**src/include/debug_settings.svh**
```systemverilog
`ifndef DEBUG_SETTINGS_SVH
`define DEBUG_SETTINGS_SVH

// debug port widths

// data word, shared by the register file, CC words and PC variants
`define DBG_DATA_W 16

// memory address, also the width of the address register
`define DBG_ADDR_W 16

// register index in the upper nibble of a register read
`define DBG_REG_AW 4

// condition-code word selector
`define DBG_CC_SEL_W 2

// program-counter variant selector
`define DBG_PC_SEL_W 3

`endif

```
**src/debugPkg.sv**
```systemverilog
`include "debug_settings.svh"

package debugPkg;

	// opcode field, instruction bits 3:1
	// codes 6 and 7 are unused and decode as OP_NONE
	typedef enum logic [2:0] {
		OP_NONE   = 3'd0,
		OP_RD_REG = 3'd1,
		OP_RD_CC  = 3'd2,
		OP_RD_PC  = 3'd3,
		OP_RD_MEM = 3'd4,
		OP_WR_MEM = 3'd5
	} debugOp_e;

	// memory access requested by an instruction
	typedef enum logic [1:0] {
		BUS_NONE,
		BUS_READ,
		BUS_WRITE
	} busSeq_e;

	// source of the data register load multiplexer
	// SEL_DIN is the memory read data
	typedef enum logic [1:0] {
		SEL_DIN,
		SEL_REG,
		SEL_CC,
		SEL_PC
	} dataSel_e;

	// one instruction byte, the upper nibble depends on the opcode
	typedef union packed {
		struct packed {
			logic [`DBG_REG_AW-1:0] regIdx;
			debugOp_e op;
			logic inc;
		} regForm;
		struct packed {
			logic [`DBG_REG_AW-`DBG_CC_SEL_W-1:0] pad;
			logic [`DBG_CC_SEL_W-1:0] ccSel;
			debugOp_e op;
			logic inc;
		} ccForm;
		struct packed {
			logic [`DBG_REG_AW-`DBG_PC_SEL_W-1:0] pad;
			logic [`DBG_PC_SEL_W-1:0] pcSel;
			debugOp_e op;
			logic inc;
		} pcForm;
	} debugInstr_u;

endpackage

```
**src/debugCtrlIf.sv**
```systemverilog
`include "debug_settings.svh"

interface debugCtrlIf
	import debugPkg::*;
();

	busSeq_e busSeq;
	logic busInc;
	logic regRead;
	logic addrIncNow;
	dataSel_e dataSel;
	logic ldData;
	logic [`DBG_CC_SEL_W-1:0] ccSel;
	logic [`DBG_PC_SEL_W-1:0] pcSel;
	logic [`DBG_REG_AW-1:0] regIdx;

	modport decodeOut (
		output busSeq, busInc, regRead, addrIncNow, dataSel,
		output ldData, ccSel, pcSel, regIdx
	);

	// sequencer and data path only observe the decode
	modport ctrlIn (
		input busSeq, busInc, regRead, addrIncNow, dataSel,
		input ldData, ccSel, pcSel, regIdx
	);

endinterface

```
**src/debugDecoder.sv**
```systemverilog
`include "debug_settings.svh"

module debugDecoder
	import debugPkg::*;
(
	input logic instrValid,
	input debugInstr_u instr,
	debugCtrlIf.decodeOut ctrl
);

	debugOp_e op;
	logic incFlag;

	// no valid instruction looks exactly like OP_NONE
	assign op = instrValid ? instr.regForm.op : OP_NONE;
	assign incFlag = instr.regForm.inc;

	always_comb begin
		ctrl.busSeq = BUS_NONE;
		ctrl.busInc = 1'b0;
		ctrl.regRead = 1'b0;
		ctrl.addrIncNow = 1'b0;
		ctrl.dataSel = SEL_DIN;
		ctrl.ldData = 1'b0;
		ctrl.ccSel = '0;
		ctrl.pcSel = '0;
		ctrl.regIdx = '0;

		case (op)
			OP_RD_REG: begin
				ctrl.regRead = 1'b1;
				ctrl.regIdx = instr.regForm.regIdx;
				ctrl.addrIncNow = incFlag;
				ctrl.dataSel = SEL_REG;
				ctrl.ldData = 1'b1;
			end

			OP_RD_CC: begin
				ctrl.ccSel = instr.ccForm.ccSel;
				ctrl.dataSel = SEL_CC;
				ctrl.ldData = 1'b1;
			end

			OP_RD_PC: begin
				ctrl.pcSel = instr.pcForm.pcSel;
				ctrl.dataSel = SEL_PC;
				ctrl.ldData = 1'b1;
			end

			// memory data lands later, when the sequencer sees memAck
			OP_RD_MEM: begin
				ctrl.busSeq = BUS_READ;
				ctrl.busInc = incFlag;
				ctrl.dataSel = SEL_DIN;
			end

			OP_WR_MEM: begin
				ctrl.busSeq = BUS_WRITE;
				ctrl.busInc = incFlag;
			end

			default: begin
			end
		endcase
	end

	// an immediate load and a bus access would both write the data register
	always_comb begin
		assert (!(ctrl.ldData && ctrl.busSeq != BUS_NONE))
			else $error("debugDecoder: data load and bus sequence requested together");
	end

endmodule

```
**src/debugBusSequencer.sv**
```systemverilog
`include "debug_settings.svh"

module debugBusSequencer
	import debugPkg::*;
(
	input logic clk,
	input logic reset,
	debugCtrlIf.ctrlIn ctrl,
	input logic memAck,
	output logic memReq,
	output logic memWrite,
	output logic busy,
	output logic memDone,
	output logic doneRead,
	output logic doneInc
);

	// idle when low, access in progress when high
	logic accessing;
	logic writeLatch;
	logic incLatch;

	always_ff @(posedge clk) begin
		if (reset) begin
			accessing <= 1'b0;
			writeLatch <= 1'b0;
			incLatch <= 1'b0;
		end else if (!accessing) begin
			if (ctrl.busSeq != BUS_NONE) begin
				accessing <= 1'b1;
				writeLatch <= (ctrl.busSeq == BUS_WRITE);
				incLatch <= ctrl.busInc;
			end
		end else if (memAck) begin
			accessing <= 1'b0;
		end
	end

	assign memReq = accessing;
	assign busy = accessing;
	assign memWrite = accessing && writeLatch;

	// the data path acts on the ack edge
	assign memDone = accessing && memAck;
	assign doneRead = memDone && !writeLatch;
	assign doneInc = memDone && incLatch;

	// request is a level and only the memory may end it
	reqHeld: assert property (@(posedge clk) disable iff (reset)
		memReq && !memAck |=> memReq)
		else $error("debugBusSequencer: memReq dropped without memAck");

endmodule

```
**src/debugDataPath.sv**
```systemverilog
`include "debug_settings.svh"

module debugDataPath
	import debugPkg::*;
(
	input logic clk,
	input logic reset,
	debugCtrlIf.ctrlIn ctrl,
	input logic addrLoad,
	input logic dataLoad,
	input logic [`DBG_DATA_W-1:0] hostData,
	input logic [`DBG_DATA_W-1:0] regData,
	input logic [`DBG_DATA_W-1:0] ccData,
	input logic [`DBG_DATA_W-1:0] pcData,
	input logic [`DBG_DATA_W-1:0] memRdata,
	input logic memDone,
	input logic doneRead,
	input logic doneInc,
	input logic busy,
	output logic [`DBG_ADDR_W-1:0] addr,
	output logic [`DBG_DATA_W-1:0] dataOut
);

	localparam logic [`DBG_ADDR_W-1:0] addrStep = 1;

	logic [`DBG_DATA_W-1:0] selData;
	logic addrInc;

	// load multiplexer for immediate reads
	always_comb begin
		case (ctrl.dataSel)
			SEL_REG: selData = regData;
			SEL_CC: selData = ccData;
			SEL_PC: selData = pcData;
			default: selData = memRdata;
		endcase
	end

	// register reads step now, memory ops step on the ack
	assign addrInc = ctrl.addrIncNow || (memDone && doneInc);

	always_ff @(posedge clk) begin
		if (reset) begin
			addr <= '0;
		end else if (addrLoad) begin
			addr <= hostData[`DBG_ADDR_W-1:0];
		end else if (addrInc) begin
			addr <= addr + addrStep;
		end
	end

	always_ff @(posedge clk) begin
		if (reset) begin
			dataOut <= '0;
		end else if (dataLoad) begin
			dataOut <= hostData;
		end else if (ctrl.ldData) begin
			dataOut <= selData;
		end else if (memDone && doneRead) begin
			dataOut <= memRdata;
		end
	end

	// host must wait for busy to fall before anything new
	noStrobeWhileBusy: assert property (@(posedge clk) disable iff (reset)
		busy |-> !(addrLoad || dataLoad || ctrl.ldData || ctrl.addrIncNow ||
			ctrl.busSeq != BUS_NONE))
		else $error("debugDataPath: host strobe while busy");

	// memAddr comes straight from addr and has to hold for the whole request
	addrHeld: assert property (@(posedge clk) disable iff (reset)
		busy && !memDone |=> $stable(addr))
		else $error("debugDataPath: addr moved during a memory access");

endmodule

```
**src/debugPort.sv**
```systemverilog
`include "debug_settings.svh"

module debugPort (
	input logic clk,
	input logic reset,

	// host side
	input logic instrValid,
	input logic [7:0] instr,
	input logic addrLoad,
	input logic dataLoad,
	input logic [`DBG_DATA_W-1:0] hostData,
	output logic [`DBG_DATA_W-1:0] dataOut,
	output logic [`DBG_ADDR_W-1:0] addr,
	output logic busy,

	// cpu side, all answered combinationally
	output logic [`DBG_REG_AW-1:0] regAddr,
	output logic regRead,
	input logic [`DBG_DATA_W-1:0] regData,
	output logic [`DBG_CC_SEL_W-1:0] ccSel,
	input logic [`DBG_DATA_W-1:0] ccData,
	output logic [`DBG_PC_SEL_W-1:0] pcSel,
	input logic [`DBG_DATA_W-1:0] pcData,

	// memory bus
	output logic memReq,
	output logic memWrite,
	output logic [`DBG_ADDR_W-1:0] memAddr,
	output logic [`DBG_DATA_W-1:0] memWdata,
	input logic [`DBG_DATA_W-1:0] memRdata,
	input logic memAck
);

	logic memDone;
	logic doneRead;
	logic doneInc;

	debugCtrlIf ctrlBus ();

	debugDecoder decoder (
		.instrValid (instrValid),
		.instr      (instr),
		.ctrl       (ctrlBus.decodeOut)
	);

	debugBusSequencer sequencer (
		.clk      (clk),
		.reset    (reset),
		.ctrl     (ctrlBus.ctrlIn),
		.memAck   (memAck),
		.memReq   (memReq),
		.memWrite (memWrite),
		.busy     (busy),
		.memDone  (memDone),
		.doneRead (doneRead),
		.doneInc  (doneInc)
	);

	debugDataPath dataPath (
		.clk      (clk),
		.reset    (reset),
		.ctrl     (ctrlBus.ctrlIn),
		.addrLoad (addrLoad),
		.dataLoad (dataLoad),
		.hostData (hostData),
		.regData  (regData),
		.ccData   (ccData),
		.pcData   (pcData),
		.memRdata (memRdata),
		.memDone  (memDone),
		.doneRead (doneRead),
		.doneInc  (doneInc),
		.busy     (busy),
		.addr     (addr),
		.dataOut  (dataOut)
	);

	// selectors go out unregistered, the cpu answers in the same cycle
	assign regAddr = ctrlBus.regIdx;
	assign regRead = ctrlBus.regRead;
	assign ccSel = ctrlBus.ccSel;
	assign pcSel = ctrlBus.pcSel;

	// the bus uses the debug registers directly
	assign memAddr = addr;
	assign memWdata = dataOut;

endmodule

```
**config.mk**
```make
export PLATFORM = sky130hd
export DESIGN_NAME = debugPort
export DESIGN_NICKNAME = d
export VERILOG_FILES = /design/src/debugPkg.sv /design/src/debugCtrlIf.sv /design/src/debugDecoder.sv /design/src/debugBusSequencer.sv /design/src/debugDataPath.sv /design/src/debugPort.sv
export VERILOG_INCLUDE_DIRS = /design/src /design/src/include
export SDC_FILE = /design/constraint.sdc
export NUM_CORES = 1
export LEC_CHECK = 0
export ABC_AREA = 1
export BUFFER_PORTS_ARGS = -buffer_cell sky130_fd_sc_hd__buf_4
export CORE_MARGIN = 2
export CORE_UTILIZATION = 48
export DETAILED_ROUTE_END_ITERATION = 16
export GPL_ROUTABILITY_DRIVEN = 0
export MAX_ROUTING_LAYER = met4
export PLACE_DENSITY = 0.95
export RECOVER_POWER = 100
export SYNTH_ARGS = -nofsm -noshare
export SYNTH_HDL_FRONTEND = slang
export SYNTH_HIERARCHICAL = 1
export SYNTH_SLANG_ARGS = --single-unit
```
**constraint.sdc**
```tcl
create_clock -name clk -period 3.45 [get_ports clk]
set_input_delay 0.1725 -clock clk [delete_from_list [all_inputs] [get_ports clk]]
set_output_delay 0.1725 -clock clk [all_outputs]
set_load 0.05 [all_outputs]
```
; ---- Word-level counts from Yosys, hierarchy flattened
; Index checks and enable logic that the tools add are counted.
[word_totals]
regBits = 35
elab_cells = 49
in_bits = 94
[classes]
bitwise = 1
reduce_logical = 14
add_sub_neg = 1
n_eq_ne = 9
muxes = 19
[ops]
columns = cell, count
row1 = $mux 16, 5
row2 = $pmux 16 s3, 1
row3 = $add 16x1->16 const B, 1
row4 = $mux 1, 7
row5 = $eq 2x2->1 const B, 3
row6 = $eq 3x2->1 const B, 2
row7 = $eq 3x3->1 const B, 2
row8 = $logic_and 1x1->1, 6
row9 = $mux 3, 2
row10 = $pmux 2 s3, 1
row11 = $mux 4, 1
row12 = $pmux 2 s2, 1
row13 = $reduce_bool 2->1, 2
row14 = $eq 3x1->1 const B, 1
row15 = $reduce_bool 3->1, 1
row16 = $reduce_or 3->1, 1
row17 = $eq 2x1->1 const B, 1
row18 = $mux 2, 1
row19 = $reduce_and 2->1, 1
row20 = $reduce_or 2->1, 1
row21 = $logic_not 1->1, 1
row22 = $logic_or 1x1->1, 1
row23 = $not 1->1, 1

; ---- Logic depth before layout (Yosys ltp)
; Gate-level depths: netlist (run 1).
[depth]
ltp_word = 7
ltp_mapped = 11

; ---- Hierarchy
; Netlist (run 1), hierarchy kept.
[modules_own_cells]
columns = module, area_per_inst_um2, n_inst, cells_per_inst
row1 = debugDataPath, 2394.8, 1, 368
row2 = debugPort, 240.2, 1, 32
row3 = debugDecoder, 176.4, 1, 35
row4 = debugBusSequencer, 161.4, 1, 26

; ---- Worst setup path before layout (run 1)
; OpenSTA, ideal clock, no wires.
[synth_path]
kind = flip-flop to flip-flop
startpoint = register dataPath.addr[0]
endpoint = register dataPath.addr[10]
setup_slack_ns = 1.636
setup_time_ns = 0.138
path_stages_with_launch = 9
required_ns = 3.312
t_arrival_ns = 1.676
path_cell_list = dfxtp_1 -> ha_1 -> nand3_1 -> nor2_2 -> nand2_1 -> o21ai_1 -> nand2_1 -> nand2_1 -> a21oi_1
[synth_between]
elab_chain_cells = 3
[synth_lines]
columns = item, line
row1 = from (decl), debugDataPath.sv:20  ; output logic [`DBG_ADDR_W-1:0] addr,
row2 = from (signal assigned), debugDataPath.sv:46  ; addr <= hostData[`DBG_ADDR_W-1:0];
row3 = from (signal assigned), debugDataPath.sv:48  ; addr <= addr + addrStep;
row4 = $add 16x1->16, debugDataPath.sv:48
row5 = $mux 16, debugDataPath.sv:47  ; end else if (addrInc) begin
row6 = $mux 16, debugDataPath.sv:45  ; end else if (addrLoad) begin
; Every way passes these cells. The select of a mux whose other input is x is not followed.
; A chain may end at the register's enable or synchronous reset.

; ---- Worst setup path in the final report (run 1)
[layout_path]
startpoint = register sequencer.accessing, in the netlist sequencer/busy
endpoint = register dataPath.dataOut[5]
[layout_between]
elab_chain_cells = 4
[layout_lines]
columns = item, line
row1 = from (decl), debugBusSequencer.sv:19  ; logic accessing;
row2 = from (signal assigned), debugBusSequencer.sv:25  ; accessing <= 1'b0;
row3 = from (signal assigned), debugBusSequencer.sv:30  ; accessing <= 1'b1;
row4 = from (signal assigned), debugBusSequencer.sv:35  ; accessing <= 1'b0;
row5 = $logic_and 1x1->1, debugBusSequencer.sv:44  ; assign memDone = accessing && memAck;
row6 = $logic_and 1x1->1, debugBusSequencer.sv:45  ; assign doneRead = memDone && !writeLatch;
row7 = via doneRead, debugPort.sv:36  ; logic doneRead;
row8 = $logic_and 1x1->1, debugDataPath.sv:59  ; end else if (memDone && doneRead) begin
row9 = $reduce_bool 3->1 (no line), -
row10 = to (signal assigned), debugDataPath.sv:56  ; dataOut <= hostData;
row11 = to (signal assigned), debugDataPath.sv:58  ; dataOut <= selData;
row12 = to (signal assigned), debugDataPath.sv:60  ; dataOut <= memRdata;
row13 = to (decl), debugDataPath.sv:21  ; output logic [`DBG_DATA_W-1:0] dataOut
; The timed path passes the listed nets, and every way through them passes these cells.

==> metrics.csv, run 1 <==
stage,metric,value,unit
die,chip width,82.7,µm
sta,# setup viols final,0,
logic_synthesis,Simple-Gate Fraction of Synth Area,34.9,%
logic_synthesis,post-synthesis sequential area ratio,23.6,%
placed_design,pre-CTS setup slack,1.71,ns
logic_synthesis,Post-synth top flop,dfxtp_1,
die,core area,5960,µm²
die,I/O Pins,171,
run_status,status,"complete, no violations",
logic_synthesis,Syn. warnings,6,
cts,CTS tree,built,
sta,Rel. slew slack,27.4,%
setup_path,CP Max Fanout,16,
sta,RSZ-0062 raised after global routing,false,
cts,worst skew pair latency,0.30,ns
detailed_routing,Routed WL per cell,14.3,µm
min_path,min-delay worst type,input pin to flop,
cts,hold_buf cts,0,
sta,count of final hold-check violations,0,
global_routing,initial antenna violation count,0,
logic_synthesis,synth unique cells,36,
placed_design,# port buffers,170,
die,Die Y,82.7,µm
layout,Final nets,683,
sta,fmax,463,MHz
logic_synthesis,number of synthesized register bits,35,
logic_synthesis,Mapped Avg Cell Area,6.45,µm²
sta,Slew @ Worst Pin,1.09,ns
layout,Layout fillers,587,
sta,Final period util,62.6,%
detailed_routing,Final ANT Viol Nets,0,
power,worst vdd ir,0.000193,V
cts,clk slew on worst S/H paths,0.08,ns
global_routing,largest net degree at the start of global routing,30,
cts,Clock Sinks,35,
cts,H-tree level count,2,
cts,Max Root-Sink Buffers,2,
logic_synthesis,"FFs w/ async S/R, synth",0,%
logic_synthesis,Synth Area in Adders,0.421,%
detailed_routing,DR DRC count,0,
global_routing,GRT Residual Overflow,0,
logic_synthesis,Mapped Area,2970,µm²
detailed_routing,DRT iter0 DRCs,215,
setup_path,critical path class,flop to flop,
detailed_routing,Routed Wire Length,9500,µm
layout,share of layout cells above drive strength 1,25.1,%
cts,CTS Buf Count,5,
setup_path,Crit. End Element,flop,
sta,skew final,0.00856,ns
logic_synthesis,post-synth top area cell,dfxtp_1,
die,die area,6840,µm²
detailed_routing,Vias/cell,5.27,
sta,total negative slack,0,ns
logic_synthesis,most common cell in the netlist,nand2_1,
sta,Tmin final,2.16,ns
global_routing,first-pass GRT wire length,14400,µm
logic_synthesis,combinational family with the most area after synthesis,simple AND/OR/NAND/NOR gates,
power,P_leak,0.00157,µW
detailed_routing,iteration count of the initial detailed-routing pass,4,
logic_synthesis,Post-synth EDFFs,0,
sta,Worst Slack Setup Final,1.29,ns
cts,Root Buffer,clkbuf_8,
setup_path,crit path launch type,flop,
logic_synthesis,Gate Count Post-Synth,461,
global_routing,total track usage,28.1,%
logic_synthesis,Synth top area share,23.6,%
placed_design,DP HPWL,7590,µm
die,starting density of the core,49.9,%
logic_synthesis,Compound-Gate Fraction of Synth Area,22.0,%
power,pwr dens,350,nW/µm²
logic_synthesis,Post-Synth XOR/XNOR Area,0,%
setup_path,crit path DAT,2.40,ns
layout,Area Overhead vs Synth,25.5,%
run,Max Cap Violations,0,
detailed_routing,Vias,3501,
logic_synthesis,post-synth net total,556,
logic_synthesis,mux contribution to synthesized area,0,%
layout,diode count,0,
sta,max-slew violations,0,
logic_synthesis,"top cells by area, synth","dfxtp_1 (24%), nand2_1 (15%), buf_4 (9.1%)",
cts,postcts setup bufs,0,
setup_path,CP required,3.69,ns
cts,post-CTS resize count,0,
global_routing,vias in the first global route,3208,
die,cell row count,28,
logic_synthesis,synth cell count leaders,"nand2_1 (120), inv_1 (40), nor2_1 (40)",
## layout make-up
type | instances | area, µm² | share of cell area [%]
Inverter | 51 | 194 | 5.20
Clock buffer | 5 | 68.8 | 1.84
Clock inverter | 3 | 43.8 | 1.17
Tap cell | 75 | 93.8 | 2.52
Sequential cell | 35 | 701 | 18.8
Timing Repair Buffer | 170 | 987 | 26.5
Multi-Input combinational cell | 325 | 1640 | 44.0
## layout by cell type (no fill, tap or decap), types with 12 or more instances in the layout
master      n
nand3_1    25
buf_4      93
nor2_1     41
inv_1      42
o21ai_0    15
nand2_1   121
a21oi_1    38
clkbuf_1   77
a31oi_1    12
dfxtp_1    35
## critical path, cell delays in order (launching register included)
cell,delay (ns)
dfxtp_1,0.43
nand2_1,0.13
nor2_1,0.10
nand2_1,0.10
a21oi_1,0.85
o211ai_1,0.31
a21oi_2,0.18
## cell families after synthesis
kind of cell             count (synthesis)
AND/OR/NAND/NOR                        226
buffers and inverters                  101
AO/OA/AOI/OAI                           98
flip-flops                              35
adder cells (fa/ha/maj)                  1
## power by group
part | switching [µW] | internal (µW) | total [µW]
clock network | 166 | 215 | 381
logic | 327 | 134 | 460
registers | 34.7 | 431 | 465
## metrics by stage
step / instances / hold WS [ns] / instance area [µm²] / total power (µW) / util, %
6_report: 664 / 0.157 / 3730 / 1310 / 62.6
5_1_grt: 664 / 0.171 / 3730 / 1360 / 62.6
4_1_cts: 664 / 0.158 / 4080 / 1360 / 68.5
3_5_place_dp: 656 / 0.467 / 3970 / 982 / 66.6
3_3_place_gp: 656 / 0.464 / 3970 / 973 / 66.6
2_1_floorplan: 461 / 0.242 / 2970 / 818 / -
## registers in the layout, summed over array words and instances, names as in the netlist
signal and cells:
sequencer/incLatch 1, dataPath/addr 16, sequencer/writeLatch 1, sequencer/busy 1
dataPath/dataOut 16
## routing by layer
layer / global-route usage [%] / wire, µm / vias to the layer above
met3: 4.67 / 760 / 31
met1: 33.6 / 3850 / 1561
met2: 46.9 / 4640 / 189
met4: 11.6 / 248 / 0
li1: - / - / 1720
met5: - / 0 / -
## final timing paths
kind	start	end	slack, ns	cells past startpoint
max	sequencer/busy	dataPath/dataOut[5]	1.29	6
max reg2reg	sequencer/busy	dataPath/dataOut[5]	1.29	6
min	hostData[12]	dataPath/dataOut[12]	0.16	3
min reg2reg	dataPath/dataOut[2]	dataPath/dataOut[2]	0.52	2
No activity file was read; power rests on OpenSTA's default activity.
==> run 2: changes to the inputs <==
CORE_UTILIZATION = 45   (was 48)
PLACE_DENSITY = 0.91   (was 0.95)
clock period = 2.2 ns   (was 3.45 ns; I/O delays follow)
==> metrics.csv, run 2 (synthesis gave the netlist of run 1 again) <==
stage,metric,value,unit,change
run_status,status,"complete, no violations",,
detailed_routing,iteration count of the initial detailed-routing pass,5,,+1
sta,Tmin final,1.77,ns,-0.386 ns
global_routing,first-pass GRT wire length,15200,µm,+5.6%
die,cell row count,29,,+3.6%
min_path,WHS Path Cells,3,,unchanged
power,pwr dens,571,nW/µm²,+63%
sta,Final period util,80.6,%,+18 points
detailed_routing,DRT iter0 DRCs,247,,+15%
cts,hold_buf cts,0,,unchanged
die,die area,7270,µm²,+6.3%
sta,# setup viols final,0,,unchanged
sta,count of final hold-check violations,0,,unchanged
sta,total negative slack,0,ns,unchanged
global_routing,largest net degree at the start of global routing,30,,unchanged
cts,postcts setup bufs,0,,unchanged
setup_path,FF-to-FF setup slack,0.43,ns,-0.86 ns
setup_path,crit path capture,dataPath/addr[10],,
sta,Slew @ Worst Pin,0.632,ns,-0.458 ns
power,worst vdd ir,0.000408,V,+110%
cts,CTS tree,built,,
cts,post-CTS resize count,0,,unchanged
cts,H-tree level count,2,,unchanged
sta,skew final,0.0137,ns,+0.00518 ns
setup_path,R2R cell count,8,,+2
setup_path,Crit. End Element,flop,,
setup_path,CP required,2.37,ns,-1.32 ns
sta,Worst Slack Setup Final,0.427,ns,-0.864 ns
setup_path,reg2reg end,dataPath/addr[10],,
setup_path,Critical Path Most Common Cell,nand2_1,,
die,Die Y,85.3,µm,+3.1%
placed_design,# port buffers,170,,unchanged
layout,"commonest non-fill, non-tap cells in the layout","nand2_1 (120), buf_4 (93), clkbuf_1 (78)",,
global_routing,GRT Residual Overflow,0,,unchanged
layout,Largest regs,"dataPath/addr (16), dataPath/dataOut (16)",,
setup_path,critical path class,flop to flop,,
placed_design,DP HPWL,7860,µm,+3.6%
global_routing,vias in the first global route,3272,,+2.0%
sta,RSZ-0062 raised after global routing,false,,
detailed_routing,DR DRC count,0,,unchanged
layout,Final nets,683,,unchanged
cts,Max Root-Sink Buffers,2,,unchanged
detailed_routing,Vias/cell,5.26,,-0.21%
die,I/O Pins,171,,unchanged
layout,share of layout cells above drive strength 1,25.3,%,+0.17 points
setup_path,Worst Setup SP,dataPath/addr[0],,
cts,worst skew pair latency,0.30,ns,about the same
layout,Area Overhead vs Synth,27.1,%,
die,starting density of the core,46.6,%,-3.4 points
run,Max Cap Violations,0,,unchanged
power,combinational power share,33.8,%,-1.4 points
power,Clock power frac,32.4,%,+3.2 points
min_path,min-delay worst type,input pin to flop,,
cts,CTS Buf Count,5,,unchanged
setup_path,Worst path max stage delay,0.48,ns,-0.37 ns
setup_path,crit path DAT,1.95,ns,-0.45 ns
sta,max-slew violations,0,,unchanged
layout,"commonest non-fill, non-tap cell in the layout",nand2_1,,
cts,clk slew on worst S/H paths,0.08,ns,about the same
global_routing,initial antenna violation count,0,,unchanged
setup_path,critical path cell sequence,ha_1 -> nand3_1 -> nor2_1 -> nand2_1 -> o21ai_0 -> nand2_1 -> nand2_1 -> a21oi_1,,
setup_path,slowest library cell on the worst path,dfxtp_1,,
die,core area,6390,µm²,+7.2%
power,Pint,1340,µW,+72%
detailed_routing,Routed WL per cell,14.7,µm,+2.4%
sta,fmax,564,MHz,+22%
layout,diode count,0,,unchanged
power,P_leak,0.00159,µW,+1.3%
setup_path,CP Max Fanout,8,,-8
placed_design,pre-CTS setup slack,0.508,ns,-1.20 ns
setup_path,crit path launch type,flop,,
power,sw frac,37.9,%,-2.5 points
power,Reg power frac,33.8,%,-1.8 points
cts,Clock Sinks,35,,unchanged
detailed_routing,Routed Wire Length,9760,µm,+2.7%
detailed_routing,Vias,3504,,+0.086%
die,chip width,85.3,µm,+3.1%
cts,Root Buffer,clkbuf_8,,
detailed_routing,Final ANT Viol Nets,0,,unchanged
setup_path,reg2reg start,dataPath/addr[0],,
global_routing,total track usage,26.5,%,-1.6 points
sta,Rel. slew slack,58.1,%,+31 points
power,net switching power,818,µW,+55%
[run 2: critical path, delay by kind of cell (launching register included)]
family	cells	cell delay, ns
simple gates	5	0.71
flops	1	0.48
fa+ha+maj	1	0.27
compound gates	2	0.22
[run 2: cell type report]
| class | instances | area (µm²) |
|---|---|---|
| clock buffer | 6 | 72.6 |
| multi-input combinational | 325 | 1670 |
| sequential | 35 | 701 |
| tap | 77 | 96.3 |
| fill | 650 | 2610 |
| timing repair buffer | 170 | 987 |
| clock inverter | 2 | 60.1 |
| inverter | 51 | 194 |
[run 2: how the worst min path moves through the flow]
| stage | from | endpoint | slack [ns] |
|---|---|---|---|
| 2_1_floorplan | reset | sequencer/busy | 0.18 |
| 3_3_place_gp | hostData[14] | dataPath/dataOut[14] | 0.41 |
| 3_5_place_dp | hostData[14] | dataPath/dataOut[14] | 0.41 |
| 4_1_cts | hostData[14] | dataPath/dataOut[14] | 0.11 |
| 5_1_grt | hostData[0] | dataPath/dataOut[0] | 0.11 |
| 6_report | hostData[0] | dataPath/dataOut[0] | 0.11 |
[run 2: routing by layer]
metal  vias up  track usage (%)  wire (µm)
met2       196             44.9       4810
met3        27             4.47        753
met4         0             11.0        310
met1      1559             31.1       3880
li1       1722                -          -
met5         -                -          0
[run 2: power groups by stage]
| stage | logic (µW) | clock network, µW | registers [µW] |
|---|---|---|---|
| floorplan | 415 | 0 | 868 |
| global placement | 789 | 0 | 743 |
| detailed placement | 800 | 0 | 745 |
| CTS | 802 | 708 | 731 |
| global route | 774 | 741 | 736 |
| finish | 729 | 700 | 730 |
[run 2: stage by stage]
stage	area (µm²)	instances	hold WS (ns)	power (µW)	util [%]
after global routing	3780	666	0.112	2250	59.1
final	3780	666	0.111	2160	59.1
after CTS	4100	666	0.105	2240	64.3
after floorplan	2970	461	0.180	1280	-
after detailed placement	3970	658	0.411	1540	62.2
after global placement	3970	658	0.407	1530	62.2
